**config.mk**
```make
export PLATFORM = sky130hd
export DESIGN_NAME = color_classify
export DESIGN_NICKNAME = d
export VERILOG_FILES = /design/src/seg_pkg.sv /design/src/color_classify.sv
export VERILOG_INCLUDE_DIRS = /design/src
export SDC_FILE = /design/constraint.sdc
export NUM_CORES = 1
export LEC_CHECK = 0
export BUFFER_PORTS_ARGS = -buffer_cell sky130_fd_sc_hd__buf_2
export CORE_UTILIZATION = 40
export DETAILED_ROUTE_END_ITERATION = 8
export GPL_TIMING_DRIVEN = 0
export PLACE_DENSITY = 0.72
export SYNTH_ARGS = -nofsm -noshare
export SYNTH_HDL_FRONTEND = slang
export SYNTH_SLANG_ARGS = --single-unit
```
**constraint.sdc**
```tcl
create_clock -name clk_llc -period 2 [get_ports clk_llc]
set_clock_uncertainty 0.1 [all_clocks]
set_input_delay 0.4 -clock clk_llc [delete_from_list [all_inputs] [get_ports clk_llc]]
set_output_delay 0.4 -clock clk_llc [all_outputs]
set_load 0.005 [all_outputs]
```
**src/seg_cfg.svh**
```systemverilog
`ifndef SEG_CFG_SVH
`define SEG_CFG_SVH

// ------------------------------------------------------------------------
// frame and pipeline
// ------------------------------------------------------------------------
`define FRAME_PIXELS  21600     // class memory depth, 180 x 120
`define CLASS_LATENCY 7         // Cr sample edge to valid class word

// ------------------------------------------------------------------------
// YCbCr to RGB, 10 bit constants with 8 fraction bits
// ------------------------------------------------------------------------
`define K_Y    10'd298          // 1.164
`define K_CR_R 10'd408          // 1.596
`define K_CR_G 10'd208          // 0.813
`define K_CB_G 10'd100          // 0.392
`define K_CB_B 10'd516          // 2.017

`define Y_OFS  64               // luma black level, x4 scaled
`define C_OFS  512              // chroma zero, x4 scaled

// ------------------------------------------------------------------------
// colour classes
// ------------------------------------------------------------------------
`define S_THRES_HI 8'd96        // blue needs strong saturation
`define S_THRES_LO 8'd36
`define V_THRES    8'd96
`define HUE_TOL    8'd20        // half width of every hue window

`define HUE_R 8'd220            // hue scale is 0..239
`define HUE_O 8'd20
`define HUE_Y 8'd40
`define HUE_G 8'd85
`define HUE_B 8'd148

`endif
```
**src/seg_pkg.sv**
```systemverilog
package seg_pkg;

	// one byte of the 4:2:2 stream from the decoder
	typedef logic [7:0] byte_t;

	// r, g, b and h, s, v all travel as 8 bit channels
	typedef logic [7:0] chan_t;

	// frame memory address, 21600 words fit in 15 bits
	typedef logic [14:0] pix_addr_t;

	// class word, bit 5 down to 0 is r o y g b bk
	typedef logic [5:0] class_t;

	// host side word, expanded group mask
	typedef logic [15:0] mask_t;

	// position of a byte inside the macropixel
	typedef enum logic [1:0]
	{
		PH_CB = 2'd0,   // blue difference
		PH_Y0 = 2'd1,   // luma of the pixel we keep
		PH_CR = 2'd2,   // red difference, conversion starts here
		PH_Y1 = 2'd3    // second luma, ignored
	} byte_phase_t;

endpackage

```
**src/color_classify.sv**
```systemverilog
`timescale 1ns/1ps
`include "seg_cfg.svh"

module color_classify import seg_pkg::*; (
	input  logic   clk_llc,
	input  logic   resetx,
	input  chan_t  h,
	input  chan_t  s,
	input  chan_t  v,
	output class_t cls
);

	logic  black_c;
	logic  black_q;
	logic  chroma_hi_q;     // strong colour, used by blue
	logic  chroma_lo_q;     // weak colour is enough for the rest
	chan_t h_q;             // hue, one stage behind to match the flags

	// centre +- tolerance, bounds wrap at 8 bits, limits inclusive
	function automatic logic in_window(input chan_t hue, input chan_t centre);
		chan_t lo;
		chan_t hi;
		lo = centre - `HUE_TOL;
		hi = centre + `HUE_TOL;
		return (hue >= lo) && (hue <= hi);
	endfunction

	assign black_c = (s < `S_THRES_HI) && (v < `V_THRES);   // dark and grey

	// ------------------------------------------------------------------------
	// stage 1 flags, stage 2 hue windows
	// ------------------------------------------------------------------------
	always_ff @(posedge clk_llc or negedge resetx)
	begin
		if (!resetx)
		begin
			black_q     <= 1'b0;
			chroma_hi_q <= 1'b0;
			chroma_lo_q <= 1'b0;
			h_q         <= '0;
		end
		else
		begin
			black_q     <= black_c;
			chroma_hi_q <= !black_c && (s > `S_THRES_HI);
			chroma_lo_q <= !black_c && (s > `S_THRES_LO);
			h_q         <= h;
		end
	end

	always_ff @(posedge clk_llc or negedge resetx)
	begin
		if (!resetx)
			cls <= '0;
		else
		begin
			cls[5] <= chroma_lo_q && in_window(h_q, `HUE_R);   // red
			cls[4] <= chroma_lo_q && in_window(h_q, `HUE_O);   // orange
			cls[3] <= chroma_lo_q && in_window(h_q, `HUE_Y);   // yellow
			cls[2] <= chroma_lo_q && in_window(h_q, `HUE_G);   // green
			cls[1] <= chroma_hi_q && in_window(h_q, `HUE_B);   // blue
			cls[0] <= black_q;
		end
	end

endmodule

```
Word level (Yosys, flattened, before mapping)
Index checks and enable logic that the tools add are counted.
Storage, ports and cells
  logic and storage cells: 33
  bits in writable memories: 0
  input bits: 26
  latch bits: 0
  bits in read-only memories: 0
  output and inout bits: 6
  memories kept: 0
  bits in registers: 17
Operators by class
  shifts and indexed selects: 0
  equal/unequal tests: 0
  reductions and logical operators: 14
  multiplexer cells: 0
  bitwise operators: 0
  multiply operators: 0
  divide/modulo/power cells: 0
  $lt $le $gt $ge: 14
  add/sub/neg operators: 0
Operators with widths (number)
  8-bit greater-or-equal comparator, second input constant: 2
  8-bit by 6-bit <= comparator with 1-bit output, second input constant: 2
  8-bit <= comparator, second input constant: 2
  8-bit by 7-bit less-than comparator with 1-bit output, second input constant: 2
  1-bit logical AND: 13
  8-bit by 1-bit greater-or-equal comparator with 1-bit output, second input constant: 1
  8-bit by 5-bit greater-or-equal comparator with 1-bit output, second input constant: 1
  8-bit by 7-bit greater-or-equal comparator with 1-bit output, second input constant: 1
  8-bit by 6-bit greater-than comparator with 1-bit output, second input constant: 1
  8-bit by 7-bit greater-than comparator with 1-bit output, second input constant: 1
  8-bit by 7-bit <= comparator with 1-bit output, second input constant: 1
  1-bit logical NOT: 1

Logic depth before layout (Yosys ltp)
  depth after elaboration: 4
  mapped depth: 3

Worst setup path before layout
Ideal clock, no wire load.
  path kind: register to register
  start point: reg h_q[1]
  end point: reg cls[2]
  arrival time: 1.020 ns
  setup time: 0.111 ns
  period minus slack after synthesis: 1.231 ns
  path slack: 0.769 ns
  cell stages (with the launch flop): 4
  buffers on the path: 0
  path through: dfrtp_1 o21a_1 o21a_1 a2111oi_2
On the way
  word-level cells in the longest chain between the ends: 3
  elaborated cells on any way between the ends: 4
  classes of those cells: order compare: 2; reduce/logical: 2
RTL lines
  start: declaration: line color_classify.sv:17  | chan_t h_q;
  start signal: assignment: line color_classify.sv:47  | h_q <= h;
  8-bit by 7-bit greater-or-equal comparator with 1-bit output / 8-bit by 7-bit <= comparator with 1-bit output (equally long branches): line color_classify.sv:25  | return (hue >= lo) && (hue <= hi);
  1-bit logical AND *: line color_classify.sv:25
  1-bit logical AND *: line color_classify.sv:60  | cls[2] <= chroma_lo_q && in_window(h_q, `HUE_G);
  end signal: assignment: line color_classify.sv:60
  end: declaration: line color_classify.sv:10  | output class_t cls
Every way passes the cells marked *; elsewhere a longest branch is shown, timed or not.

Final worst setup path
  start point: reg h_q[2]
  end point: reg cls[2]
The elaborated chain is that of the path after synthesis.

==> results.json <==
{
  "status": "complete, no violations",
  "syn_area_um2": 609,
  "cp.depth": 3,
  "wirelength_um": 985,
  "io_buffers": 26,
  "antenna_found_initial": 0,
  "fmax_mhz": 746,
  "syn_nets": 75,
  "first_global_vias": 380,
  "grt_max_degree": 18,
  "synth-edff-count": 0,
  "cts_tree": "built",
  "final.min_clock_period_ns": 1.34,
  "cpMostUsedCell": "o21a_1",
  "h-tree-depth": 1,
  "highest_layer": "met3",
  "internal_power_uw": 470,
  "async_flop_share": 1.00,
  "grt_pass1_wl_um": 1540,
  "synth.area.top_cells": "dfrtp_1 (70%), nand2_1 (3.7%), nor2_1 (3.7%)",
  "hold_viol_final": 0,
  "clock_tree.root_cell": "clkbuf_4",
  "cts_resized": 0,
  "utilization": 0.582,
  "area_growth_syn_to_layout_pct": 30.4,
  "r2r_cells": 3,
  "p_leak_nw": 0.397,
  "critPathMaxStageDelay_ns": 0.43,
  "final_nets": 107,
  "ios": 32,
  "crit_start": "h_q[2]$_DFF_PN0_",
  "power_uw": 605,
  "path_class": "reg2reg",
  "drive_above_1_share": 0.388,
  "worstSetupEndpointType": "flop",
  "start_util": 0.446,
  "clock_power_share": 0.283,
  "first_iter_violations": 2,
  "ys.warnings.count": 0,
  "grt_usage": 0.149,
  "hold_class": "in2reg",
  "cts_hold_buf": 1,
  "worst_setup_path_start_kind": "flop",
  "drt_first_pass_iters": 2,
  "rrSetupSlack_ns": 0.66,
  "r2r_start": "h_q[2]$_DFF_PN0_",
  "synth.most_common_cell": "dfrtp_1",
  "diodes": 0,
  "grt_overflow_total": 0,
  "clock-sinks": 17,
  "crit_chain": "o21a_1 > o21a_1 > a2111oi_2",
  "wl_met3_um": 55,
  "synth_area_per_cell_um2": 12.4,
  "drt-met1-wl_um": 398,
  "cts_buffers": 3,
  "hp-start": "h[3]",
  "wl_per_cell_um": 10.4,
  "worstMarginPinSlew_ns": 0.359,
  "antenna_left": 0,
  "ir_worst_vdd_mv": 0.359,
  "gp_congestion": 0.720,
  "crit_end": "cls[2]$_DFF_PN0_",
  "yosysSeqAreaShare": 0.698,
  "cp_max_fo": 4,
  "hpwlAfterDp_um": 783,
  "cp_data_required_time_ns": 2.06,
  "path_clk_slew_ns": 0.09,
  "synth-seq-cells": 17,
  "path_buf_inv": 0,
  "arrival_ns": 1.41,
  "rows": 13,
  "via_per_inst": 4.92,
  "setup_ws_ns": 0.659,
  "drc": 0,
  "power.density_nw_per_um2": 762,
  "sw_frac_of_total": 0.223,
  "die_w_um": 41.0,
  "yosys.area.top_type": "dfrtp_1",
  "crit_path_top_delay_cell": "dfrtp_1",
  "clockBufferDepth": 2,
  "clock_latency_ns": 0.27,
  "max-cap-violations": 0,
  "dieArea_um2": 1680,
  "tns_ns": 0,
  "synth_commonest_cells": "dfrtp_1 (17), nand2_1 (6), nor2_1 (6)",
  "slew_viol_final": 0,
  "cp_top_family": "compound AO/OA/AOI/OAI gates",
  "synthCells": 49,
  "post-cts-setup-buffers": 0,
  "r2r_end": "cls[2]$_DFF_PN0_",
  "die_y_um": 41.0,
  "max-slew-margin-rel": 0.761,
  "switching_power_uw": 135,
  "synth_top_area_share": 0.698,
  "rsz0062_at_grt": "no",
  "vias": 467,
  "seqPwrFrac": 0.617,
  "met2_length_um": 530,
  "ys.flop_type": "dfrtp_1",
  "combPwrFrac": 0.100,
  "finalCritPeriodShare": 0.671,
  "ys_types": 18,
  "min_path_cells": 1,
  "setup_viol_count_final": 0,
  "dp_slack_ns": 0.667,
  "fp.coreArea_um2": 1370
}
## layout make-up
cell class	instances	area (µm²)
fillers	134	572
multi-input cells	31	180
inverters	1	3.75
flip-flops and latches	17	425
clock buffers	4	26.3
repair buffers	27	140
well taps	15	18.8
## layout by cell type (no fill, tap or decap), drive strengths merged
cell type	instances
nor3	4
dlygate4sd3	1
o22ai	1
nand2	6
o211ai	1
a21oi	2
inv	1
a31o	1
a31oi	1
a211o	1
dfrtp	17
buf	26
a2111oi	1
o21ai	2
nor2	6
nor4b	1
nand4	1
o21a	3
clkbuf	4
## metrics by stage
stage / std cells / hold slack [ns] / cell area (µm²)
6_report: 95 / 0.124 / 795
5_1_grt: 95 / 0.104 / 795
4_1_cts: 95 / 0.114 / 795
3_5_place_dp: 90 / 0.231 / 758
3_3_place_gp: 90 / 0.227 / 758
2_1_floorplan: 49 / 0.00441 / 609
## worst reg2reg max path: cells and delay by family, from the launching register on
kind	cells	cell delay, ns
compound gates	3	0.70
flops	1	0.43
## cell families after synthesis
logic type             Yosys count  share of synthesized area
AND/OR/NAND/NOR                 18                      0.140
buffers and inverters            1                    0.00615
flip-flops                      17                      0.698
AO/OA/AOI/OAI                   13                      0.156
## layer usage
metal  track usage  vias to the layer above
met5             0                        -
met4        0.0750                        0
met3        0.0326                        0
met2         0.266                       21
met1         0.162                      209
li1              -                      237
## power groups by stage
| stage | sequential (mW) | combinational [mW] | clock [mW] |
|---|---|---|---|
| floorplan | 0.379 | 0.0222 | 0 |
| global placement | 0.379 | 0.0580 | 0 |
| detailed placement | 0.380 | 0.0603 | 0 |
| CTS | 0.373 | 0.0619 | 0.180 |
| global route | 0.376 | 0.0692 | 0.201 |
| finish | 0.373 | 0.0605 | 0.171 |
## sequential cells by signal, indices dropped and copies added (netlist names)
signal,cells
black_q,1
chroma_hi_q,1
chroma_lo_q,1
cls,6
h_q,8
## worst min-delay path by stage
stage	end	slack (ns)
after floorplan	black_q$_DFF_PN0_	0.004
after detailed placement	cls[1]$_DFF_PN0_	0.23
final	h_q[3]$_DFF_PN0_	0.12
after CTS	h_q[6]$_DFF_PN0_	0.11
after global routing	h_q[6]$_DFF_PN0_	0.10
after global placement	cls[1]$_DFF_PN0_	0.23
Power figures use the tool's default switching activity.
