## src/seg_cfg.svh

```systemverilog
`ifndef SEG_CFG_SVH
`define SEG_CFG_SVH

// ------------------------------------------------------------------------
// frame and pipeline
// ------------------------------------------------------------------------
`define FRAME_PIXELS  21600     // class memory depth, 180 x 120
`define CLASS_LATENCY 7         // Cr sample edge to valid class word

// ------------------------------------------------------------------------
// YCbCr to RGB, 10 bit constants with 8 fraction bits
// ------------------------------------------------------------------------
`define K_Y    10'd298          // 1.164
`define K_CR_R 10'd408          // 1.596
`define K_CR_G 10'd208          // 0.813
`define K_CB_G 10'd100          // 0.392
`define K_CB_B 10'd516          // 2.017

`define Y_OFS  64               // luma black level, x4 scaled
`define C_OFS  512              // chroma zero, x4 scaled

// ------------------------------------------------------------------------
// colour classes
// ------------------------------------------------------------------------
`define S_THRES_HI 8'd96        // blue needs strong saturation
`define S_THRES_LO 8'd36
`define V_THRES    8'd96
`define HUE_TOL    8'd20        // half width of every hue window

`define HUE_R 8'd220            // hue scale is 0..239
`define HUE_O 8'd20
`define HUE_Y 8'd40
`define HUE_G 8'd85
`define HUE_B 8'd148

`endif
```

## src/seg_pkg.sv

```systemverilog
package seg_pkg;

	// one byte of the 4:2:2 stream from the decoder
	typedef logic [7:0] byte_t;

	// r, g, b and h, s, v all travel as 8 bit channels
	typedef logic [7:0] chan_t;

	// frame memory address, 21600 words fit in 15 bits
	typedef logic [14:0] pix_addr_t;

	// class word, bit 5 down to 0 is r o y g b bk
	typedef logic [5:0] class_t;

	// host side word, expanded group mask
	typedef logic [15:0] mask_t;

	// position of a byte inside the macropixel
	typedef enum logic [1:0]
	{
		PH_CB = 2'd0,   // blue difference
		PH_Y0 = 2'd1,   // luma of the pixel we keep
		PH_CR = 2'd2,   // red difference, conversion starts here
		PH_Y1 = 2'd3    // second luma, ignored
	} byte_phase_t;

endpackage

```

## src/rgb_to_hsv.sv

```systemverilog
`timescale 1ns/1ps

module rgb_to_hsv import seg_pkg::*; (
	input  logic  clk_llc,
	input  logic  resetx,
	input  chan_t r,
	input  chan_t g,
	input  chan_t b,
	output chan_t h,
	output chan_t s,
	output chan_t v
);

	localparam logic [1:0] SEL_R = 2'd0;
	localparam logic [1:0] SEL_G = 2'd1;
	localparam logic [1:0] SEL_B = 2'd2;

	chan_t              max_c, min_c;
	logic [1:0]         sel_c;
	chan_t              r1, g1, b1, max1, min1;    // stage 1
	logic [1:0]         sel1;
	chan_t              delta2, max2;              // stage 2
	logic signed [8:0]  hdiff2;
	logic [1:0]         sel2;
	logic signed [15:0] hue_num, hue_quo, hue_c;
	logic [15:0]        sat_num;
	chan_t              sat_c;

	// max channel, ties go to R then G
	always_comb
	begin
		if (r >= g && r >= b)
		begin
			max_c = r;
			sel_c = SEL_R;
		end
		else if (g >= b)
		begin
			max_c = g;
			sel_c = SEL_G;
		end
		else
		begin
			max_c = b;
			sel_c = SEL_B;
		end
		min_c = r;
		if (g < min_c)
			min_c = g;
		if (b < min_c)
			min_c = b;
	end

	// ------------------------------------------------------------------------
	// stage 3 division
	// ------------------------------------------------------------------------
	always_comb
	begin
		hue_num = hdiff2 * 16'sd40;
		hue_quo = '0;
		hue_c   = '0;
		if (delta2 != 8'd0)
		begin
			hue_quo = hue_num / $signed({8'd0, delta2});   // truncates toward zero
			case (sel2)
				SEL_R:   hue_c = (hue_quo + 16'sd240) % 16'sd240;
				SEL_G:   hue_c = hue_quo + 16'sd80;
				default: hue_c = hue_quo + 16'sd160;
			endcase
		end
		sat_num = {8'd0, delta2} * 16'd255;
		if (max2 == 8'd0)
			sat_c = 8'd0;
		else
			sat_c = 8'(sat_num / {8'd0, max2});   // delta <= max keeps it in 8 bits
	end

	always_ff @(posedge clk_llc or negedge resetx)
	begin
		if (!resetx)
		begin
			{r1, g1, b1, max1, min1} <= '0;
			sel1   <= SEL_R;
			delta2 <= '0;
			max2   <= '0;
			hdiff2 <= '0;
			sel2   <= SEL_R;
			h      <= '0;
			s      <= '0;
			v      <= '0;
		end
		else
		begin
			// stage 1, carry the channels for the hue difference
			r1   <= r;
			g1   <= g;
			b1   <= b;
			max1 <= max_c;
			min1 <= min_c;
			sel1 <= sel_c;
			// stage 2
			delta2 <= max1 - min1;
			max2   <= max1;
			sel2   <= sel1;
			case (sel1)
				SEL_R:   hdiff2 <= $signed({1'b0, g1}) - $signed({1'b0, b1});
				SEL_G:   hdiff2 <= $signed({1'b0, b1}) - $signed({1'b0, r1});
				default: hdiff2 <= $signed({1'b0, r1}) - $signed({1'b0, g1});
			endcase
			// stage 3
			h <= hue_c[7:0];     // 0..239
			s <= sat_c;
			v <= max2;
		end
	end

endmodule

```

## config.mk

```make
export PLATFORM = sky130hd
export DESIGN_NAME = rgb_to_hsv
export DESIGN_NICKNAME = d
export VERILOG_FILES = /design/src/seg_cfg.svh /design/src/seg_pkg.sv /design/src/rgb_to_hsv.sv
export SDC_FILE = /design/constraint.sdc
export NUM_CORES = 1
export LEC_CHECK = 0
export BUFFER_PORTS_ARGS = -buffer_cell sky130_fd_sc_hd__buf_2
export CELL_PAD_IN_SITES_DETAIL_PLACEMENT = 0
export CELL_PAD_IN_SITES_GLOBAL_PLACEMENT = 1
export CORE_MARGIN = 1.5
export CORE_UTILIZATION = 50
export DETAILED_ROUTE_END_ITERATION = 7
export PLACE_DENSITY_LB_ADDON = 0.2
export SLEW_MARGIN = 20
export SYNTH_ARGS = -nofsm -noshare
export SYNTH_HDL_FRONTEND = slang
export SYNTH_SLANG_ARGS = --single-unit
```

## constraint.sdc

```tcl
create_clock -name clk_llc -period 48.8 [get_ports clk_llc]
set_clock_uncertainty 0.15 [all_clocks]
set_input_delay 7.32 -clock clk_llc [delete_from_list [all_inputs] [get_ports clk_llc]]
set_output_delay 7.32 -clock clk_llc [all_outputs]
set_load 0.05 [all_outputs]
```

# == Yosys cells after proc, flatten, opt, wreduce, memory -nomap -nowiden ==
# Cells that the tools add are included.
# op_classes
addsub,7
multipliers,2
div_mod_pow,3
n_lt_le_gt_ge,5
eq_ne,2
n_shift,0
muxes,10
bitwise_logic,0
reduce_logical,5
# op_table
cell,count
$mux W8,6
$sub A8 B8 Y9,3
$ge A8 B8 Y1,3
$pmux W9 S2,1
$add A16 B9 Y16 const B,1
$add A8 B8 Y8 const B,2
$div A16 B8 Y16,1
$div A16 B9 Y16,1
$lt A8 B8 Y1,2
$mod A16 B9 Y16 const B,1
$mul A8 B8 Y16 const B,1
$pmux W8 S2,1
$mul A9 B4 Y13 const B,1
$logic_not A8 Y1,1
$reduce_bool A8 Y1,1
$sub A8 B8 Y8,1
$eq A2 B1 Y1 const B,2
$logic_not A2 Y1,2
$mux W2,2
$logic_and A1 B1 Y1,1
# totals
reg_bits,93
latchBits,0
ram_bits,0
rom_bits,0
input_bits,26
out_inout_bits,24
elab_cells,47
n_memories,0

# == Longest topological paths before layout ==
# logic_depth
depth_word,6
depth_mapped,221
depth_no_buf,206

# == Worst setup path after synthesis ==
# OpenSTA, ideal clock, no wires.
# synth_path
path_type,register to register
startpoint,reg hdiff2[1]
endpoint,reg h[7]
setup_ps,82
t_arrival_ps,42168
required_time_ps,48568
setup_slack_ps,6400
stages_incl_launch_ff,207
n_path_buf,16
period_less_slack_ps,42400
path_cell_list,dfrtp_1 > ha_1 > ha_1 > inv_1 > fa_1 > nand2b_1 > a21oi_1 > xor2_1 > and4b_1 > and3_1 > a21oi_1 > xor2_1 > ha_1 > o21a_1 > o21ai_1 > nor4b_1 > a41oi_1 > o211ai_1 > (+171 left out) > a311o_1 > nor3b_2 > o21ai_1 > or3_1 > and4bb_1 > o221ai_1 > or4b_4 > nor3_2 > a21oi_2 > o21ai_1 > xnor2_2 > o2111ai_2 > a311o_1 > a32o_1 > a31oi_2 > o41ai_1 > or4_1 > a31oi_1
# synth_via
elab_chain_cells,6
elab_cells_between_ends,8
cone_classes,3 x add/sub; 1 x mul; 2 x div; 2 x mux
# synth_lines
item,line,source
"start, declared",rgb_to_hsv.sv:23,logic signed [8:0] hdiff2;
"start signal, assigned",rgb_to_hsv.sv:106,"SEL_R: hdiff2 <= $signed({1'b0, g1}) - $signed({1'b0, b1});"
"start signal, assigned",rgb_to_hsv.sv:107,"SEL_G: hdiff2 <= $signed({1'b0, b1}) - $signed({1'b0, r1});"
"start signal, assigned",rgb_to_hsv.sv:108,"default: hdiff2 <= $signed({1'b0, r1}) - $signed({1'b0, g1});"
$mul A9 B4 Y13 (*),rgb_to_hsv.sv:59,hue_num = hdiff2 * 16'sd40;
$div A16 B9 Y16 (*),rgb_to_hsv.sv:64,"hue_quo = hue_num / $signed({8'd0, delta2});"
$add A16 B9 Y16,rgb_to_hsv.sv:66,SEL_R: hue_c = (hue_quo + 16'sd240) % 16'sd240;
$mod A16 B9 Y16,rgb_to_hsv.sv:66,
$pmux W8 S2 (*),rgb_to_hsv.sv:65,case (sel2)
$mux W8 (*),rgb_to_hsv.sv:62,if (delta2 != 8'd0)
net hue_c[7],rgb_to_hsv.sv:25,"logic signed [15:0] hue_num, hue_quo, hue_c;"
"end signal, assigned",rgb_to_hsv.sv:111,h <= hue_c[7:0];
"end, declared",rgb_to_hsv.sv:9,"output chan_t h,"
# The timed path passes the listed nets; every way through them passes the cells marked *.

# == Final worst setup path ==
# Ends and elaborated chain as after synthesis.

==> flow_metrics.env <==
export IMPL_yosysWarnings=0
export IMPL_seq_area_frac_synth_pct=11.4
export IMPL_crit_family="compound AO/OA/AOI/OAI gates"
export IMPL_min_path_type="reg2reg"
export IMPL_grt_pass1_vias=18600
export IMPL_max_cap_violations=0
export IMPL_critPathMaxFanout=17
export IMPL_num_fill_cells=3849
export IMPL_grt_antenna_before_repair=0
export IMPL_relSlewSlack_pct=23.8
export IMPL_path_buf_inv=6
export IMPL_fp_row_count=73
export IMPL_cts_tree="done"
export IMPL_dieArea_um2=42000
export IMPL_num_vias=19600
export IMPL_start_kind="register"
export IMPL_die_h_um=205
export IMPL_synth_area_leaders="ha_1 20%, dfrtp_1 11%, o21a_1 5.0%"
export IMPL_layout_common_cells="330 x ha_1, 208 x nor2_1, 181 x inv_1"
export IMPL_fin_util_pct=54.3
export IMPL_synth_nets=3006
export IMPL_drive_above_1_share_pct=9.81
export IMPL_antenna_left=0
export IMPL_async_reset_ff_share_pct=100
export IMPL_cts_buffers=9
export IMPL_track_usage_pct=27.6
export IMPL_status="completed"
export IMPL_ys_seq_elements=93
export IMPL_synth_top_area_cell="ha_1"
export IMPL_portBuffers=49
export IMPL_path_clk_slew_ps=90
export IMPL_core_um2=40000
export IMPL_finalHoldViolations=0
export IMPL_syn_inst=2614
export IMPL_crit_arrival_ps=45920
export IMPL_syn_cell_area_um2=20400
export IMPL_die_x_um=205
export IMPL_place_congestion=0.991
export IMPL_cp_required_ps=48930
export IMPL_grt_pass1_wl_um=94300
export IMPL_overflow=0
export IMPL_drt_pass1_iterations=5
export IMPL_hpwl_um=46600
export IMPL_first_iter_violations=1373
export IMPL_crit_path_max_incr_delay_ps=550
export IMPL_synth_top_area_share_pct=20.2
export IMPL_slew_violations=0
export IMPL_synth_ff_type="dfrtp_1"
export IMPL_final_common_cell="ha_1"
export IMPL_num_antenna_cells=0
export IMPL_worst_pin_slew_ps=1130
export IMPL_endpoint_kind="register"
export IMPL_via_per_inst=6.20
export IMPL_ios=50
export IMPL_cts_hold_repair_buffers=0
export IMPL_synth_distinct_cells=122
export IMPL_ctsHtreeMaxLevel=3
export IMPL_layout_nets=3027
export IMPL_wl_per_cell_um=18.3
export IMPL_critPathKind="reg2reg"
export IMPL_crit_path_top_delay_cell="o41ai_4"
export IMPL_maxClockFrequency_mhz=21.8
export IMPL_worstSkewPairLatency_ps=380
export IMPL_drc=0
export IMPL_period_share_pct=93.8
export IMPL_drt_wl_total_um=58000
export IMPL_period_minus_slack_ps=45780
export IMPL_clkSinkCount=93
export IMPL_syn_to_final_growth_pct=6.59
export IMPL_initial_core_util_pct=51.0
export IMPL_grt_start_max_net_pins=60
export IMPL_clock_path_buffers=2
export IMPL_cp_common_cell="o21a_1"
export IMPL_synth_area_per_cell_um2=7.80
export IMPL_cts_root_buf="clkbuf_16"
export IMPL_setup_viol=0
export IMPL_synth_edff_count=0
==> through the flow <==
| step | setup slack [ps] | instance area (µm²) | instances | TNS [ps] | hold WS [ps] |
|---|---|---|---|---|---|
| 2_1_floorplan | 6400 | 20400 | 2614 | 0 | 202 |
| 3_3_place_gp | 1930 | 21200 | 3141 | 0 | 232 |
| 3_5_place_dp | 288 | 21200 | 3141 | 0 | 221 |
| 4_1_cts | 77.1 | 21500 | 3157 | 0 | 228 |
| 5_1_grt | -69.8 | 21700 | 3165 | -138 | 243 |
| 6_report | 3020 | 21700 | 3165 | 0 | 234 |
==> logic make-up after synthesis <==
kind of cell               share of synthesized area, %
adders and majority gates                          23.9
and+or+nand+nor                                    22.3
muxes                                              4.42
xor gates and xnor gates                           6.17
other                                            0.0184
DFF                                                11.4
buffers and inverters                              4.66
AOI/OAI and AO/OA                                  27.1
==> worst paths after layout <==
path	startpoint	to	slack (ps)	cells after the start
setup / recovery	hdiff2[1]	h[7]	3020	195
hold / removal	max1[3]	max2[3]	230	0
max in group asynchronous	resetx	s[1]	40590	2
min in group asynchronous	resetx	hdiff2[0]	6730	1
hold reg to reg	max1[3]	max2[3]	230	0
setup reg to reg	hdiff2[1]	h[7]	3020	195
==> metal layers <==
| layer | routed length [µm] | track usage [%] |
|---|---|---|
| met2 | 26900 | 46.4 |
| met3 | 2580 | 2.75 |
| met1 | 26800 | 37.0 |
| met5 | 0 | 0 |
| met4 | 1760 | 8.81 |
==> sequential cells by signal (all words and copies together), names as in the netlist <==
signal / flops
b1: 8
delta2: 8
g1: 8
h: 8
hdiff2: 9
max1: 8
max2: 8
min1: 8
r1: 8
s: 8
sel1: 2
sel2: 2
v: 8
==> synthesized netlist by cell type (all sizes together), types with 36 or more instances <==
master  count
ha        330
nor2      211
inv       183
nand2     181
a21oi     163
nor3      157
o21ai     148
o21a      136
xnor2     105
dfrtp      93
o31ai      69
nand2b     57
a21o       55
nand3      54
mux2       46
clkbuf     42
mux2i      37
xor2       37
and2       36
fa         36
==> final cells by class <==
class                   instances  area [µm²]  share of cell area (%)
inverters                     183         687                    3.16
clock inverters                 6         103                   0.472
flip-flops and latches         93        2330                    10.7
multi-input cells            2274       17300                    79.6
repair buffers                 74         435                    2.00
clock buffers                  10         229                    1.05
well taps                     525         657                    3.02
==> repair_timing <==
action / 4_1_cts / 5_1_grt
setup endpoints to repair: 0 / 7
setup buffers: 0 / 8
gates resized for setup: 0 / 37
Power is left out: the tool's default activity adds up to more than one toggle a clock period on the data nets, which glitch-free logic cannot reach.
