File: src/seg_cfg.svh
`ifndef SEG_CFG_SVH
`define SEG_CFG_SVH

// ------------------------------------------------------------------------
// frame and pipeline
// ------------------------------------------------------------------------
`define FRAME_PIXELS  21600     // class memory depth, 180 x 120
`define CLASS_LATENCY 7         // Cr sample edge to valid class word

// ------------------------------------------------------------------------
// YCbCr to RGB, 10 bit constants with 8 fraction bits
// ------------------------------------------------------------------------
`define K_Y    10'd298          // 1.164
`define K_CR_R 10'd408          // 1.596
`define K_CR_G 10'd208          // 0.813
`define K_CB_G 10'd100          // 0.392
`define K_CB_B 10'd516          // 2.017

`define Y_OFS  64               // luma black level, x4 scaled
`define C_OFS  512              // chroma zero, x4 scaled

// ------------------------------------------------------------------------
// colour classes
// ------------------------------------------------------------------------
`define S_THRES_HI 8'd96        // blue needs strong saturation
`define S_THRES_LO 8'd36
`define V_THRES    8'd96
`define HUE_TOL    8'd20        // half width of every hue window

`define HUE_R 8'd220            // hue scale is 0..239
`define HUE_O 8'd20
`define HUE_Y 8'd40
`define HUE_G 8'd85
`define HUE_B 8'd148

`endif
File: src/seg_pkg.sv
package seg_pkg;

	// one byte of the 4:2:2 stream from the decoder
	typedef logic [7:0] byte_t;

	// r, g, b and h, s, v all travel as 8 bit channels
	typedef logic [7:0] chan_t;

	// frame memory address, 21600 words fit in 15 bits
	typedef logic [14:0] pix_addr_t;

	// class word, bit 5 down to 0 is r o y g b bk
	typedef logic [5:0] class_t;

	// host side word, expanded group mask
	typedef logic [15:0] mask_t;

	// position of a byte inside the macropixel
	typedef enum logic [1:0]
	{
		PH_CB = 2'd0,   // blue difference
		PH_Y0 = 2'd1,   // luma of the pixel we keep
		PH_CR = 2'd2,   // red difference, conversion starts here
		PH_Y1 = 2'd3    // second luma, ignored
	} byte_phase_t;

endpackage

File: src/pixel_timing_if.sv
`timescale 1ns/1ps

// raster timing shared by the timer, the colour chain and the store
interface pixel_timing_if import seg_pkg::*; ();

	byte_phase_t phase;     // which byte of the macropixel is on vpo
	logic        sample;    // Cr of a kept macropixel present
	logic        wr_en;     // sample delayed to line up with the class word
	pix_addr_t   wr_addr;   // address going with wr_en

	// raster_timer side
	modport timer
	(
		output phase,
		output sample,
		output wr_en,
		output wr_addr
	);

	// ycc_to_rgb only needs the byte position
	modport chain (input phase, input sample);

	// class_frame_store write side
	modport store (input wr_en, input wr_addr);

endinterface

File: src/raster_timer.sv
`timescale 1ns/1ps
`include "seg_cfg.svh"

module raster_timer import seg_pkg::*; (
	input  logic          clk_llc,
	input  logic          resetx,
	input  logic          vref,
	input  logic          href,
	pixel_timing_if.timer tm,
	output logic          frame_done
);

	localparam int LAT = `CLASS_LATENCY;

	logic           href_q;         // for href falling edge
	logic           vref_q;         // for vref falling edge
	logic           line_keep;      // every second line
	logic           active;
	logic           room;           // memory not yet full
	pix_addr_t      pix_cnt;        // next address to store
	logic [LAT-1:0] wr_sr;
	pix_addr_t      addr_sr [LAT];
	logic [LAT:0]   done_sr;

	assign active    = vref & href & line_keep;
	assign room      = (pix_cnt < `FRAME_PIXELS);
	assign tm.sample = active & (tm.phase == PH_CR);

	// ------------------------------------------------------------------------
	// byte phase and line decimation
	// ------------------------------------------------------------------------
	always_ff @(posedge clk_llc or negedge resetx)
	begin
		if (!resetx)
		begin
			tm.phase  <= PH_CB;
			href_q    <= 1'b0;
			vref_q    <= 1'b0;
			line_keep <= 1'b1;
		end
		else
		begin
			href_q <= href;
			vref_q <= vref;
			if (active)
				tm.phase <= byte_phase_t'(tm.phase + 2'd1);   // Cb Y0 Cr Y1, wraps
			else
				tm.phase <= PH_CB;                             // realign on any gap
			if (!vref)
				line_keep <= 1'b1;          // first line of a frame is kept
			else if (href_q && !href)
				line_keep <= ~line_keep;    // end of line
		end
	end

	// stored pixel counter, stops at the memory size
	always_ff @(posedge clk_llc or negedge resetx)
	begin
		if (!resetx)
			pix_cnt <= '0;
		else if (!vref)
			pix_cnt <= '0;
		else if (tm.sample && room)
			pix_cnt <= pix_cnt + 15'd1;
	end

	// ------------------------------------------------------------------------
	// write strobe and address follow the colour chain latency
	// ------------------------------------------------------------------------
	always_ff @(posedge clk_llc or negedge resetx)
	begin
		if (!resetx)
		begin
			wr_sr <= '0;
			for (int i = 0; i < LAT; i++)
				addr_sr[i] <= '0;
		end
		else
		begin
			wr_sr      <= {wr_sr[LAT-2:0], tm.sample & room};
			addr_sr[0] <= pix_cnt;
			for (int i = 1; i < LAT; i++)
				addr_sr[i] <= addr_sr[i-1];
		end
	end

	assign tm.wr_en   = wr_sr[LAT-1];
	assign tm.wr_addr = addr_sr[LAT-1];

	// frame end, wait until the last class word is in memory
	always_ff @(posedge clk_llc or negedge resetx)
	begin
		if (!resetx)
		begin
			done_sr    <= '0;
			frame_done <= 1'b0;
		end
		else
		begin
			done_sr    <= {done_sr[LAT-1:0], vref_q & ~vref};
			frame_done <= done_sr[LAT];     // LAT+1 edges after vref seen low
		end
	end

	a_wr_range: assert property (@(posedge clk_llc) disable iff (!resetx)
		tm.wr_en |-> (tm.wr_addr < `FRAME_PIXELS))
		else $error("write strobe beyond class memory");

	// Cr sample must follow the Cb and Y0 bytes of the same macropixel
	a_sample_phase: assert property (@(posedge clk_llc) disable iff (!resetx)
		tm.sample |-> (tm.phase == PH_CR) && ($past(tm.phase) == PH_Y0)
			&& ($past(tm.phase, 2) == PH_CB))
		else $error("sample without the Cb and Y0 bytes before it");

endmodule

File: src/flat_wrapper.sv
// flat-port wrapper written by rule: the top's interface ports become plain ports
module raster_timer_flat import seg_pkg::*;
  (clk_llc, resetx, vref, href, frame_done, tm_phase, tm_sample, tm_wr_en, tm_wr_addr);
  pixel_timing_if tm_i ();
  input  logic clk_llc;
  input  logic resetx;
  input  logic vref;
  input  logic href;
  output logic frame_done;
  output wire logic [$bits(tm_i.phase)-1:0] tm_phase;
  output wire logic [$bits(tm_i.sample)-1:0] tm_sample;
  output wire logic [$bits(tm_i.wr_en)-1:0] tm_wr_en;
  output wire logic [$bits(tm_i.wr_addr)-1:0] tm_wr_addr;
  assign tm_phase = tm_i.phase;
  assign tm_sample = tm_i.sample;
  assign tm_wr_en = tm_i.wr_en;
  assign tm_wr_addr = tm_i.wr_addr;
  raster_timer u_core (.clk_llc(clk_llc), .resetx(resetx), .vref(vref), .href(href), .tm(tm_i), .frame_done(frame_done));
endmodule
File: config.mk
export PLATFORM = sky130hd
export DESIGN_NAME = raster_timer_flat
export DESIGN_NICKNAME = d
export VERILOG_FILES = /design/src/seg_pkg.sv /design/src/pixel_timing_if.sv /design/src/raster_timer.sv /design/src/flat_wrapper.sv
export VERILOG_INCLUDE_DIRS = /design/src
export SDC_FILE = /design/constraint.sdc
export NUM_CORES = 1
export LEC_CHECK = 0
export ABC_AREA = 1
export BUFFER_PORTS_ARGS = -buffer_cell sky130_fd_sc_hd__buf_4
export CORE_UTILIZATION = 55
export CTS_BUF_LIST = sky130_fd_sc_hd__clkbuf_16
export DETAILED_ROUTE_END_ITERATION = 8
export PLACE_DENSITY = 0.71
export SLEW_MARGIN = 20
export SYNTH_ARGS = -nofsm -noshare
export SYNTH_HDL_FRONTEND = slang
export SYNTH_SLANG_ARGS = --single-unit
File: constraint.sdc
create_clock -name clk_llc -period 2 [get_ports clk_llc]
set_clock_uncertainty 0.2 [all_clocks]
set_input_delay 0.1 -clock clk_llc [delete_from_list [all_inputs] [get_ports clk_llc]]
set_output_delay 0.1 -clock clk_llc [all_outputs]
set_load 0.005 [all_outputs]
Word level (Yosys, flattened, before mapping)
Index checks and enable logic that the tools add are counted.
{"block": "word_totals", "in_bits": 4, "output_inout_bits": 20, "elab_cells": 36, "reg_bits": 141}
{"block": "op_classes", "n_mux": 5, "n_bitwise": 7, "add_sub_neg": 2, "magnitude_cmp": 1, "n_reduce_logical": 3, "eq_ne": 3}
{"op": "2-to-1 mux 15 bit", "count": 2}
{"op": "adder 15 x 1 -> 15 bit (second input constant)", "count": 1}
{"op": "less-than comparator 15 bit (second input constant)", "count": 1}
{"op": "bitwise AND 1 bit", "count": 5}
{"op": "inequality test 2 x 1 -> 1 bit (second input constant)", "count": 2}
{"op": "adder 2 x 1 -> 2 bit (second input constant)", "count": 1}
{"op": "== test 2 bit (second input constant)", "count": 1}
{"op": "logical AND 1 bit", "count": 2}
{"op": "2-to-1 mux 1 bit", "count": 2}
{"op": "2-to-1 mux 2 bit", "count": 1}
{"op": "NOT 1 bit", "count": 2}
{"op": "zero test 1 bit", "count": 1}

Depth between registers and ports, before layout
{"block": "logic_depth", "word_depth": 6, "mapped_depth": 12, "ltp_nobuf": 11}

Worst setup path before layout
OpenSTA, ideal clock, no wires.
{"block": "synth_timing", "kind": "register -> register", "startpoint": "reg u_core.line_keep", "endpoint": "reg u_core.pix_cnt[10]", "t_required_ns": 1.682, "setup_slack_ns": 0.418, "period_less_slack_ns": 1.582, "path_stages_with_launch": 11, "setup_ns": 0.118, "arrival_time_ns": 1.263, "path_cell_list": "dfstp_2 nand3_2 nor2_2 nand2_2 inv_2 nand2_2 nand2_2 inv_2 buf_6 nand2_1 nand2_1"}
{"block": "synth_via", "elab_chain_cells": 4}
{"element": "start, declared", "line_no": "raster_timer.sv:17", "text": "logic line_keep;"}
{"element": "start signal, assigned", "line_no": "raster_timer.sv:52", "text": "line_keep <= ~line_keep;"}
{"element": "bitwise AND 1 bit", "line_no": "raster_timer.sv:25", "text": "assign active = vref & href & line_keep;"}
{"element": "bitwise AND 1 bit", "line_no": "raster_timer.sv:27", "text": "assign tm.sample = active & (tm.phase == PH_CR);"}
{"element": "via tm_sample", "line_no": "flat_wrapper.sv:11", "text": "output wire logic [$bits(tm_i.sample)-1:0] tm_sample;"}
{"element": "logical AND 1 bit", "line_no": "raster_timer.sv:63", "text": "else if (tm.sample && room)"}
{"element": "inequality test 2 x 1 -> 1 bit (no line)"}
{"element": "end signal, assigned", "line_no": "raster_timer.sv:64", "text": "pix_cnt <= pix_cnt + 15'd1;"}
{"element": "end, declared", "line_no": "raster_timer.sv:20", "text": "pix_addr_t pix_cnt;"}
The timed path passes the listed nets, and every way through them passes these cells.
A chain may end at the register's enable or synchronous reset.

Worst setup path in the final report
{"block": "layout_timing", "startpoint": "reg u_core.tm.phase[0]", "endpoint": "reg u_core.pix_cnt[5]"}
{"block": "layout_via", "elab_chain_cells": 4}
{"element": "start, declared", "line_no": "pixel_timing_if.sv:14", "text": "output phase,"}
{"element": "start signal, assigned", "line_no": "raster_timer.sv:46", "text": "tm.phase <= byte_phase_t'(tm.phase + 2'd1);"}
{"element": "== test 2 bit", "line_no": "raster_timer.sv:27"}
{"element": "bitwise AND 1 bit", "line_no": "raster_timer.sv:27"}
{"element": "logical AND 1 bit", "line_no": "raster_timer.sv:63"}
{"element": "inequality test 2 x 1 -> 1 bit (no line)"}
No other way between the ends.

==> impl_metrics.toml <==
[outcome]
status = "complete, no violations"

[logic_synthesis]
yosys.area_share.simple_pct = 10.4
synth.area.mux_share_pct = 0
ys_seq_elements = 141
syn_inst = 289
synth_xor_area_share_pct = 0.818
yosys_warnings = 0
synth_fa_ha_area_share_pct = 0.584
synth_area_um2 = 4280
synth_cell_types = 23
avgSynthCellArea_um2 = 14.8
synth_compound_area_share_pct = 1.17
synth_top_family_by_area = "simple AND/OR/NAND/NOR gates"
synth_nets = 295
yosysSeqAreaShare_pct = 82.4

[final_layout]
seq_area_um2 = 3530
stdcell_count = 433
area_growth_pct = 19.1
final_nets = 327
nFillCells = 474
drive_gt1_share_pct = 20.1
finish.instance_area_um2 = 5100
insertedDiodeCount = 0
final_util_pct = 68.8
multi_input_area_um2 = 554

[global_routing]
grt_max_degree = 51
grt_usage_pct = 17.9
globalRouteOverflowTotal = 0
antenna_found_initial = 0
grt_pass1_wl_um = 10700
grt_pass1_vias = 2252

[placement]
dp_hpwl_um = 3330
gp_congestion = 0.819
port_buffers = 23
postPlaceCellArea_um2 = 4490
dp.cells = 396

[timing]
timing.final.crit_share_pct = 84.3
hold_viol = 0
max_freq_mhz = 593
rsz0062_at_grt = "false"
max_slew_margin_pct = 67.8
setup_tns_ps = 0
finalCriticalPeriod_ps = 1690
setup_viol = 0
maxSlewViolCount = 0
tightest_slew_ps = 481

[hold_path]
hold_class = "reg2reg"

[floorplan]
core_area_um2 = 7410
dieArea_um2 = 8140
start_util_pct = 57.8
num_rows = 31
die_w_um = 90.2
die_y_um = 90.2
io_pins = 24

[detailed_routing]
vias_per_cell = 4.85
drtIter0Drc = 112
drcViolationCount = 0
drtPass1Iterations = 4
wl_um = 6010
antenna_left = 0
vias = 2101
wl_per_cell_um = 13.9

[clock_network]
path_clk_slew_ps = 60
ctsResizeCount = 0
clockRootBuffer = "clkbuf_16"
clk_latency_ps = 400
htree_levels = 4
cts_tree = "done"
cts_buffer_depth = 2
hold_buffers = 5
clock_sinks = 141
cts_buffers = 17
post_cts_buffers = 0

[setup_path]
start_kind = "flop"
path_class = "reg2reg"
cp_max_fo = 12
reg2reg_slack_ps = 310
crit_arrival_ps = 1770
required_ps = 2090
crit_path_end_kind = "flop"

[power]
finalPower_uw = 5820
ir_drop_uv = 663
cellLeakagePower_uw = 0.00268
powerDensity_nw_per_um2 = 1140

[run]
cap_violations = 0
critical path: stages (launching register included):
cell and delay, ps:
dfrtp_1 400, inv_1 70, ha_1 140, inv_1 50, nor2_2 160, nand2_2 90, inv_2 60, nand2_2 50
nand2_2 100, inv_2 120, nand2_1 90, nand2_1 50
stage by stage:
step / hold slack, ps / setup WS [ps]
floorplan: -396 / 418
global placement: -164 / 355
detailed placement: -158 / 342
CTS: 143 / 322
global route: 148 / 149
finish: 140 / 313
area by class of cell:
type                            instances  area share, %
Clock buffer                           17           8.34
Clock inverter                         15           2.40
Inverter                               16           1.18
Multi-Input combinational cell        114           10.9
Sequential cell                       141           69.2
Tap cell                               99           2.43
Timing Repair Buffer                   31           5.57
synth_stat cells, drive strengths merged:
cell    instances  area (µm²)
a21o            2        15.0
a21oi           3        18.8
buf            17         135
clkbuf          1        3.75
dfrtp         140        3500
dfstp           1        26.3
ha              2        25.0
inv            16        60.1
nand2          55         214
nand3          13        70.1
nand4          12        75.1
nor2           19        78.8
o21ai           2        10.0
o22ai           1        6.26
or2             1        6.26
xnor2           1        8.76
xor2            3        26.3
cell families after synthesis:
group	Yosys count
DFF	141
and+or+nand+nor	100
buffers and inverters	34
AOI/OAI and AO/OA	8
xor gates and xnor gates	4
adders and majority gates	2
routing by layer:
metal / vias to the layer above / GRT usage, % / wire [µm]
met5: - / 0 / 0
met4: 0 / 9.81 / 61
met3: 6 / 6.18 / 278
met2: 54 / 28.3 / 3130
met1: 1070 / 21.8 / 2540
li1: 971 / - / -
final timing paths:
check                                              from                            end  depth (start not counted)
hold / removal             u_core.addr_sr[87]$_DFF_PN0_   u_core.addr_sr[72]$_DFF_PN0_                          0
min in group asynchronous                        resetx   u_core.addr_sr[95]$_DFF_PN0_                          3
setup reg to reg           u_core.tm.phase[0]$_DFF_PN0_  u_core.pix_cnt[5]$_DFFE_PN0P_                         11
setup / recovery           u_core.tm.phase[0]$_DFF_PN0_  u_core.pix_cnt[5]$_DFFE_PN0P_                         11
max in group asynchronous                        resetx   u_core.line_keep$_DFFE_PN1P_                          4
hold reg to reg            u_core.addr_sr[87]$_DFF_PN0_   u_core.addr_sr[72]$_DFF_PN0_                          0
power breakdown:
| group | switching, µW | internal [µW] | total, µW | leakage (µW) |
|---|---|---|---|---|
| clock network | 1110 | 1700 | 2800 | 0.000256 |
| logic | 78.3 | 35.5 | 114 | 0.000486 |
| registers | 13.9 | 2890 | 2900 | 0.00194 |
| total | 1200 | 4620 | 5820 | 0.00268 |
sequential cells by signal, summed over array words and instances, names as in the netlist:
name	cells
u_core.line_keep	1
u_core.vref_q	1
u_core.frame_done	1
u_core.addr_sr	90
u_core.pix_cnt	15
u_core.tm.wr_addr	15
u_core.tm.phase	2
u_core.wr_sr	7
u_core.done_sr	8
u_core.href_q	1
cells in the final DEF (no fill, tap or decap), types with 3 or more instances in the layout:
cell and n:
nor2_1 16, clkinv_1 3, xor2_1 3, inv_1 15, nand2_1 52, dfrtp_1 140, nand3_1 12, nor2_2 3
nand4_1 12, buf_4 23, buf_12 3, clkbuf_16 17, dlygate4sd3_1 4, nand2_2 3, clkinvlp_4 5
(Power assumes the default switching activity.)
