## src/seg_cfg.svh

```systemverilog
`ifndef SEG_CFG_SVH
`define SEG_CFG_SVH

// ------------------------------------------------------------------------
// frame and pipeline
// ------------------------------------------------------------------------
`define FRAME_PIXELS  21600     // class memory depth, 180 x 120
`define CLASS_LATENCY 7         // Cr sample edge to valid class word

// ------------------------------------------------------------------------
// YCbCr to RGB, 10 bit constants with 8 fraction bits
// ------------------------------------------------------------------------
`define K_Y    10'd298          // 1.164
`define K_CR_R 10'd408          // 1.596
`define K_CR_G 10'd208          // 0.813
`define K_CB_G 10'd100          // 0.392
`define K_CB_B 10'd516          // 2.017

`define Y_OFS  64               // luma black level, x4 scaled
`define C_OFS  512              // chroma zero, x4 scaled

// ------------------------------------------------------------------------
// colour classes
// ------------------------------------------------------------------------
`define S_THRES_HI 8'd96        // blue needs strong saturation
`define S_THRES_LO 8'd36
`define V_THRES    8'd96
`define HUE_TOL    8'd20        // half width of every hue window

`define HUE_R 8'd220            // hue scale is 0..239
`define HUE_O 8'd20
`define HUE_Y 8'd40
`define HUE_G 8'd85
`define HUE_B 8'd148

`endif
```

## src/seg_pkg.sv

```systemverilog
package seg_pkg;

	// one byte of the 4:2:2 stream from the decoder
	typedef logic [7:0] byte_t;

	// r, g, b and h, s, v all travel as 8 bit channels
	typedef logic [7:0] chan_t;

	// frame memory address, 21600 words fit in 15 bits
	typedef logic [14:0] pix_addr_t;

	// class word, bit 5 down to 0 is r o y g b bk
	typedef logic [5:0] class_t;

	// host side word, expanded group mask
	typedef logic [15:0] mask_t;

	// position of a byte inside the macropixel
	typedef enum logic [1:0]
	{
		PH_CB = 2'd0,   // blue difference
		PH_Y0 = 2'd1,   // luma of the pixel we keep
		PH_CR = 2'd2,   // red difference, conversion starts here
		PH_Y1 = 2'd3    // second luma, ignored
	} byte_phase_t;

endpackage

```

## src/pixel_timing_if.sv

```systemverilog
`timescale 1ns/1ps

// raster timing shared by the timer, the colour chain and the store
interface pixel_timing_if import seg_pkg::*; ();

	byte_phase_t phase;     // which byte of the macropixel is on vpo
	logic        sample;    // Cr of a kept macropixel present
	logic        wr_en;     // sample delayed to line up with the class word
	pix_addr_t   wr_addr;   // address going with wr_en

	// raster_timer side
	modport timer
	(
		output phase,
		output sample,
		output wr_en,
		output wr_addr
	);

	// ycc_to_rgb only needs the byte position
	modport chain (input phase, input sample);

	// class_frame_store write side
	modport store (input wr_en, input wr_addr);

endinterface

```

## src/ycc_to_rgb.sv

```systemverilog
`timescale 1ns/1ps
`include "seg_cfg.svh"

module ycc_to_rgb import seg_pkg::*; (
	input  logic          clk_llc,
	input  logic          resetx,
	input  byte_t         vpo,
	pixel_timing_if.chain tm,
	output chan_t         r,
	output chan_t         g,
	output chan_t         b
);

	localparam logic signed [10:0] KY       = 11'(`K_Y);
	localparam logic signed [10:0] KCRR     = 11'(`K_CR_R);
	localparam logic signed [10:0] KCRG     = 11'(`K_CR_G);
	localparam logic signed [10:0] KCBG     = 11'(`K_CB_G);
	localparam logic signed [10:0] KCBB     = 11'(`K_CB_B);
	localparam logic signed [10:0] Y_OFFSET = 11'(`Y_OFS);
	localparam logic signed [10:0] C_OFFSET = 11'(`C_OFS);

	byte_t              cb_q;       // Cb of the current macropixel
	byte_t              y0_q;       // Y0 of the current macropixel
	logic signed [10:0] y_d;
	logic signed [10:0] cb_d;
	logic signed [10:0] cr_d;
	logic signed [20:0] x_q, a_q, b1_q, b2_q, c_q;   // products
	logic signed [20:0] r_sum, g_sum, b_sum;

	// 8 bit result from 8.10 fixed point, saturating at both ends
	function automatic chan_t clamp8(input logic signed [20:0] sum);
		if (sum[20])
			return 8'd0;
		else if (sum[19:18] != 2'b00)
			return 8'd255;
		else
			return sum[17:10];
	endfunction

	// byte capture, Cr is used straight off the bus
	always_ff @(posedge clk_llc or negedge resetx)
	begin
		if (!resetx)
		begin
			cb_q <= '0;
			y0_q <= '0;
		end
		else
		begin
			if (tm.phase == PH_CB)
				cb_q <= vpo;
			if (tm.phase == PH_Y0)
				y0_q <= vpo;
		end
	end

	// x4 scaled, minus black level and chroma zero
	assign y_d  = $signed({1'b0, y0_q, 2'b00}) - Y_OFFSET;
	assign cb_d = $signed({1'b0, cb_q, 2'b00}) - C_OFFSET;
	assign cr_d = $signed({1'b0, vpo, 2'b00}) - C_OFFSET;

	// ------------------------------------------------------------------------
	// stage 1 products, stage 2 sums
	// ------------------------------------------------------------------------
	always_ff @(posedge clk_llc or negedge resetx)
	begin
		if (!resetx)
		begin
			x_q  <= '0;
			a_q  <= '0;
			b1_q <= '0;
			b2_q <= '0;
			c_q  <= '0;
		end
		else if (tm.sample)
		begin
			x_q  <= KY * y_d;
			a_q  <= KCRR * cr_d;    // red from Cr
			b1_q <= KCRG * cr_d;    // green loses Cr and Cb parts
			b2_q <= KCBG * cb_d;
			c_q  <= KCBB * cb_d;    // blue from Cb
		end
	end

	always_ff @(posedge clk_llc or negedge resetx)
	begin
		if (!resetx)
		begin
			r_sum <= '0;
			g_sum <= '0;
			b_sum <= '0;
		end
		else
		begin
			r_sum <= x_q + a_q;
			g_sum <= x_q - b1_q - b2_q;
			b_sum <= x_q + c_q;
		end
	end

	assign r = clamp8(r_sum);
	assign g = clamp8(g_sum);
	assign b = clamp8(b_sum);

endmodule

```

## src/flat_wrapper.sv

```systemverilog
// flat-port wrapper written by rule: the top's interface ports become plain ports
module ycc_to_rgb_flat import seg_pkg::*;
  (clk_llc, resetx, vpo, r, g, b, tm_phase, tm_sample);
  pixel_timing_if tm_i ();
  input  logic clk_llc;
  input  logic resetx;
  input  byte_t vpo;
  output chan_t r;
  output chan_t g;
  output chan_t b;
  input wire logic [$bits(tm_i.phase)-1:0] tm_phase;
  input wire logic [$bits(tm_i.sample)-1:0] tm_sample;
  assign tm_i.phase = tm_phase;
  assign tm_i.sample = tm_sample;
  ycc_to_rgb u_core (.clk_llc(clk_llc), .resetx(resetx), .vpo(vpo), .tm(tm_i), .r(r), .g(g), .b(b));
endmodule
```

## config.mk

```make
export PLATFORM = sky130hd
export DESIGN_NAME = ycc_to_rgb_flat
export DESIGN_NICKNAME = d
export VERILOG_FILES = /design/src/seg_pkg.sv /design/src/pixel_timing_if.sv /design/src/ycc_to_rgb.sv /design/src/flat_wrapper.sv
export VERILOG_INCLUDE_DIRS = /design/src
export SDC_FILE = /design/constraint.sdc
export NUM_CORES = 1
export LEC_CHECK = 0
export BUFFER_PORTS_ARGS = -buffer_cell sky130_fd_sc_hd__buf_2
export CAP_MARGIN = 40
export CORE_ASPECT_RATIO = 2
export CORE_MARGIN = 4
export CORE_UTILIZATION = 55
export CTS_BUF_LIST = sky130_fd_sc_hd__clkbuf_8
export CTS_CLUSTER_SIZE = 14
export DETAILED_ROUTE_END_ITERATION = 6
export PLACE_DENSITY = 0.83
export SLEW_MARGIN = 20
export SYNTH_ARGS = -nofsm -noshare
export SYNTH_HDL_FRONTEND = slang
export SYNTH_SLANG_ARGS = --single-unit
```

## constraint.sdc

```tcl
create_clock -name clk_llc -period 6.25 [get_ports clk_llc]
set_clock_uncertainty 0.1 [all_clocks]
set_input_delay 1.25 -clock clk_llc [delete_from_list [all_inputs] [get_ports clk_llc]]
set_output_delay 1.25 -clock clk_llc [all_outputs]
set_load 0.01 [all_outputs]
```

# After elaboration in Yosys (flattened, before gate mapping)

Cells that the tools add are included.

Bits in registers: 172
Word-level logic and storage cells: 33

Reduce and logical (&&, ||, !) cells: 4
Multiplexer cells: 6
Equal/unequal tests: 1
Multiply operators: 5
Add/subtract/negate cells: 7

Operators by type and width:

| cell                     | number |
|---|---|
| $mux W8                  | 6 |
| $add A21 B21 Y21         | 2 |
| $sub A21 B21 Y21         | 2 |
| $sub A10 B10 Y11 const B | 2 |
| $mul A9 B11 Y20 const A  | 1 |
| $mul A9 B11 Y19 const A  | 1 |
| $mul A7 B11 Y18 const A  | 1 |
| $mul A6 B11 Y17 const A  | 1 |
| $mul A5 B11 Y16 const A  | 1 |
| $sub A10 B7 Y11 const B  | 1 |
| $reduce_bool A2 Y1       | 3 |
| $eq A2 B1 Y1 const B     | 1 |
| $logic_not A2 Y1         | 1 |

# Depth between registers and ports, before layout

Word-level depth: 3
Mapped depth: 20
Depth with buffers taken out: 20

# Worst setup path after synthesis

No wires, ideal clock.

Path kind: register to register
From: register u_core.y0_q[4]
To: register u_core.x_q[19]
Path buffers: 1
Clock period less this slack: 4.546 ns
Setup time: 0.137 ns
Path slack: 1.704 ns
Cell stages (with the launch flop): 19
Arrival: 4.309 ns
Path through: dfrtp_1 inv_1 ha_1 and2_1 clkbuf_1 ha_1 ha_1 inv_1 fa_1 fa_1 inv_1 ha_1 o21ai_0 inv_1 a21oi_1 o21bai_1 a2111o_1 a31oi_1 a21oi_1

Word-level cells in the longest chain between the ends: 2

RTL lines:

| what                   | line             | text |
|---|---|---|
| start, declared        | ycc_to_rgb.sv:23 | `byte_t y0_q;` |
| start signal, assigned | ycc_to_rgb.sv:53 | `y0_q <= vpo;` |
| $sub A10 B7 Y11        | ycc_to_rgb.sv:58 | `assign y_d = $signed({1'b0, y0_q, 2'b00}) - Y_OFFSET;` |
| $mul A9 B11 Y20        | ycc_to_rgb.sv:77 | `x_q <= KY * y_d;` |
| end signal, assigned   | ycc_to_rgb.sv:77 |  |
| end, declared          | ycc_to_rgb.sv:27 | `logic signed [20:0] x_q, a_q, b1_q, b2_q, c_q;` |

No other way between the ends.
A chain may end at the register's enable or synchronous reset.

# Worst setup path after layout

From: register u_core.y0_q[4]
To: register u_core.x_q[18]

Same word-level chain as after synthesis.

==> impl_metrics.tcl <==
set metrics [dict create \
    clock_latency_ps 460 \
    run_status "finished clean" \
    worst_ep_arrival_time_ps 5270 \
    first_global_vias 8216 \
    detailedPlacementHpwl_microns 18500 \
    critical_path.max_stage_delay_ps 550 \
    max_cap_viol_count 0 \
    timing.critical_path.mode_cell "sky130_fd_sc_hd__ha_1" \
    diodes_inserted 0 \
    synthesis.area_per_instance_sq_um 9.79 \
    cts.sink_count 124 \
    synth_edf_count 0 \
    yosysSeqAreaShare_pct 29.4 \
    cts_tree "built" \
    worst_setup_hold_path_clk_slew_ps 80 \
    die_area_sq_um 21600 \
    ys_seq_elements 124 \
    crit_path_kind "reg2reg" \
    fin_crit_sh_pct 80.2 \
    fraction_of_layout_cells_with_a_size_suffix_above_1_pct 11.6 \
    timing.rr.end "u_core.x_q[18]" \
    min_delay_path_depth 1 \
    grt_max_degree 65 \
    detail_route.iter0.violations 403 \
    tns_ps 0 \
    crit_required_ps 6510 \
    min_period_ps 5010 \
    cts-root-to-sink-buffers 2 \
    hold_path_end "u_core.a_q[7]" \
    max_slew.worst_pin.slew_ps 675 \
    dr_pass1_iterations 4 \
    timing_max_transition_violations_final 0 \
    report.final.hold_viol_count 0 \
    timing.reg2reg.worst_path_depth 17 \
    wire_length_of_the_first_global_routing_pass_microns 39100 \
    design.portCount 37 \
    via_count 7652 \
    final-seq-area_sq_um 3100 \
    antenna_violating_nets_post_route 0 \
    fill_cells 1565 \
    crit_buf_inv 3 \
    number_of_antenna_violations_at_the_first_check_in_global_routing 0 \
    cts-htree-levels 4 \
    ctsResizeCount 0 \
    die_w_microns 106 \
    cp_num_cells 17 \
    layout.cells.non_filler 1382 \
    slew_headroom_pct 55.0 \
    multi_input_area_sq_um 6720 \
    timing.fmax_mhz 199 \
    regToRegSetupSlack_ps 1240 \
    initial_util_pct 56.0 \
    globalplace.congestion 0.836 \
    post-cts-setup-buffer-count 0 \
    launch_instance_of_the_worst_register_to_register_path "u_core.y0_q[4]" \
    cell_count_after_synthesis 1078 \
    vdd_drop_max_v 0.000287 \
    critical-path-top-delay-family "adder cells" \
    p_per_area_nw_per_um2 548 \
    setup_repair_after_global_routing_missed_its_margin "false" \
    grt_overflow_total 0 \
    hold_path.startpoint "u_core.a_q[7]" \
    timing.critical_path.cells "inv_1 -> ha_1 -> and2_1 -> ha_1 -> ha_1 -> inv_1 -> fa_1 -> fa_1 -> inv_1 -> ha_1 -> o21ai_0 -> a21boi_1 -> o21ai_0 -> a21oi_1 -> o211ai_1 -> and3_1 -> o31ai_1" \
    ys.warnings.count 0 \
    asyncSetResetFlopFracSynth_pct 100 \
    drc_errors 0 \
    clock_tree.root_cell "sky130_fd_sc_hd__clkbuf_8" \
    buffer_ports.inserted 36 \
    timing.critical_path.to_type "register" \
    synth_fp_nets 1331 \
    synth_cell_type_count 55 \
    post_drt_via_cell_ratio 5.54 \
    synth_top_area_share_pct 29.4 \
    area_delta_synth_final_pct 8.74 \
    synth_ff_type "sky130_fd_sc_hd__dfrtp_1" \
    die_height_microns 204 \
    synthDominantAreaCellType "sky130_fd_sc_hd__dfrtp_1" \
    place.detailed.instances 1350 \
    holdCritPathClass "reg2reg" \
    fp.coreArea_sq_um 18800 \
    timing.final.setup_violations 0 \
    drt_wl_total_microns 23400 \
    crit_fanout 13 \
    cts_hold_repair.buffers 0 \
    start_kind "register" \
    cpMaxStageDelayCell "sky130_fd_sc_hd__fa_1" \
    final_nets 1367 \
    fp-row-count 71 \
    cts-buffers-inserted 17 \
    grt.total_usage_pct 23.1 \
    report.power.total_uw 6290 \
    yosys-top-cells-area "sky130_fd_sc_hd__dfrtp_1 (29%), sky130_fd_sc_hd__ha_1 (22%), sky130_fd_sc_hd__fa_1 (10%), sky130_fd_sc_hd__inv_1 (6.0%), sky130_fd_sc_hd__xnor2_1 (4.7%)" \
    power.static_leakage_uw 0.00591 \
    avgRoutedWirePerCell_microns 17.0 \
    cell_area_after_synthesis_sq_um 10600 \
]
through the flow:
stage / instance area [sq um] / hold slack (ps) / setup slack [ps] / utilization (%)
2_1_floorplan: 10600 / 364 / 1700 / -
3_3_place_gp: 11000 / 385 / 1200 / 58.3
3_5_place_dp: 11000 / 404 / 1140 / 58.6
4_1_cts: 11500 / 422 / 1260 / 60.9
5_1_grt: 11500 / 438 / 955 / 60.9
6_report: 11500 / 423 / 1240 / 60.9
kinds of logic (layout without fill, tap and decap cells):
| family | count (synthesis) | in the layout | synth area share [%] |
|---|---|---|---|
| AOI/OAI and AO/OA | 198 | 198 | 12.0 |
| xor gates and xnor gates | 79 | 79 | 6.56 |
| adders and majority gates | 240 | 240 | 32.4 |
| buffers and inverters | 194 | 243 | 6.90 |
| DFF | 124 | 124 | 29.4 |
| muxes | 41 | 41 | 4.37 |
| and+or+nand+nor | 202 | 202 | 8.37 |
state kept, by name (all words and copies together) (netlist names), 11 cells and up:
name,cells
u_core.x_q,17
u_core.a_q,16
u_core.b2_q,15
u_core.c_q,14
u_core.b1_q,13
u_core.b_sum,11
u_core.g_sum,11
u_core.r_sum,11
cells in the final DEF (no fill, tap or decap), types with 3 or more instances in the layout:
cell type                   Yosys  final
sky130_fd_sc_hd__a31oi_1        5      5
sky130_fd_sc_hd__dfrtp_1      124    124
sky130_fd_sc_hd__buf_4          0      5
sky130_fd_sc_hd__and3_1         4      4
sky130_fd_sc_hd__a21oi_1       59     59
sky130_fd_sc_hd__buf_2          0     34
sky130_fd_sc_hd__fa_1          55     55
sky130_fd_sc_hd__nand3b_1       3      3
sky130_fd_sc_hd__nor2b_1        9      9
sky130_fd_sc_hd__a21boi_0       3      3
sky130_fd_sc_hd__nor2_1        92     92
sky130_fd_sc_hd__ha_1         185    185
sky130_fd_sc_hd__o21a_1         6      6
sky130_fd_sc_hd__o21ai_0       54     54
sky130_fd_sc_hd__o31ai_1        3      3
sky130_fd_sc_hd__a21o_1        26     26
sky130_fd_sc_hd__nand3_1        9      9
sky130_fd_sc_hd__mux2i_1        3      3
sky130_fd_sc_hd__nor3_1         7      7
sky130_fd_sc_hd__a21boi_1       3      3
sky130_fd_sc_hd__xnor2_1       57     57
sky130_fd_sc_hd__nand2b_1       5      5
sky130_fd_sc_hd__or2_2          8      8
sky130_fd_sc_hd__mux2_2        37     37
sky130_fd_sc_hd__clkbuf_8       0     20
sky130_fd_sc_hd__xor2_1        22     22
sky130_fd_sc_hd__clkinv_4       0      5
sky130_fd_sc_hd__and2_1         3      3
sky130_fd_sc_hd__nand2_1       56     56
sky130_fd_sc_hd__bufinv_16      0      3
sky130_fd_sc_hd__inv_1        169    169
sky130_fd_sc_hd__a21oi_2        4      4
sky130_fd_sc_hd__o21bai_1      11     11
per-layer routing:
metal  wire [microns]  global-route usage (%)  vias to the layer above
li1                 -                       -                     3626
met4             1440                    14.3                        0
met5                0                       0                        -
met1             8270                    23.2                     3765
met2            13000                    44.1                      180
met3              707                    3.07                       81
worst register-to-register path, cell delays in order, from the launching register on:
cell	delay [ps]
sky130_fd_sc_hd__dfrtp_1	400
sky130_fd_sc_hd__inv_1	180
sky130_fd_sc_hd__ha_1	240
sky130_fd_sc_hd__and2_1	470
sky130_fd_sc_hd__ha_1	370
sky130_fd_sc_hd__ha_1	310
sky130_fd_sc_hd__inv_1	80
sky130_fd_sc_hd__fa_1	440
sky130_fd_sc_hd__fa_1	550
sky130_fd_sc_hd__inv_1	50
sky130_fd_sc_hd__ha_1	330
sky130_fd_sc_hd__o21ai_0	140
sky130_fd_sc_hd__a21boi_1	210
sky130_fd_sc_hd__o21ai_0	120
sky130_fd_sc_hd__a21oi_1	320
sky130_fd_sc_hd__o211ai_1	180
sky130_fd_sc_hd__and3_1	210
sky130_fd_sc_hd__o31ai_1	210
power breakdown:
group,leakage (uW),internal (uW),total [uW],switching (uW)
Clock,0.000216,429,773,344
Sequential,0.00147,1160,1430,266
Combinational,0.00423,1890,4090,2200
worst max path at each step:
| stage | start | endpoint | slack [ps] |
|---|---|---|---|
| 2_1_floorplan | u_core.y0_q[4] | u_core.x_q[19] | 1700 |
| 3_3_place_gp | vpo[7] | u_core.a_q[19] | 1200 |
| 3_5_place_dp | vpo[7] | u_core.a_q[19] | 1140 |
| 4_1_cts | u_core.y0_q[4] | u_core.x_q[18] | 1260 |
| 5_1_grt | u_core.y0_q[4] | u_core.x_q[18] | 950 |
| 6_report | u_core.y0_q[4] | u_core.x_q[18] | 1240 |
synthesized netlist by cell type, drive strengths merged, types with 3 or more instances:
| cell type | number |
|---|---|
| clkbuf | 17 |
| ha | 185 |
| a21o | 26 |
| nand2b | 5 |
| or2 | 8 |
| nor2b | 9 |
| a21oi | 63 |
| xnor2 | 57 |
| and3 | 4 |
| nand3b | 3 |
| nand3 | 9 |
| mux2 | 38 |
| o21ai | 57 |
| dfrtp | 124 |
| fa | 55 |
| nor2 | 92 |
| buf | 7 |
| o31ai | 3 |
| o21a | 6 |
| mux2i | 3 |
| a31oi | 6 |
| inv | 169 |
| and2 | 3 |
| nor3 | 7 |
| o21bai | 11 |
| a21boi | 6 |
| nand2 | 56 |
| xor2 | 22 |
layout make-up:
class,count,area share (%)
clock buffer,20,2.40
clock inverter,12,1.42
inverter,170,5.56
multi-input combinational,760,58.6
sequential,124,27.0
tap,255,2.78
timing repair buffer,41,2.22
Power figures use the tool's default switching activity.
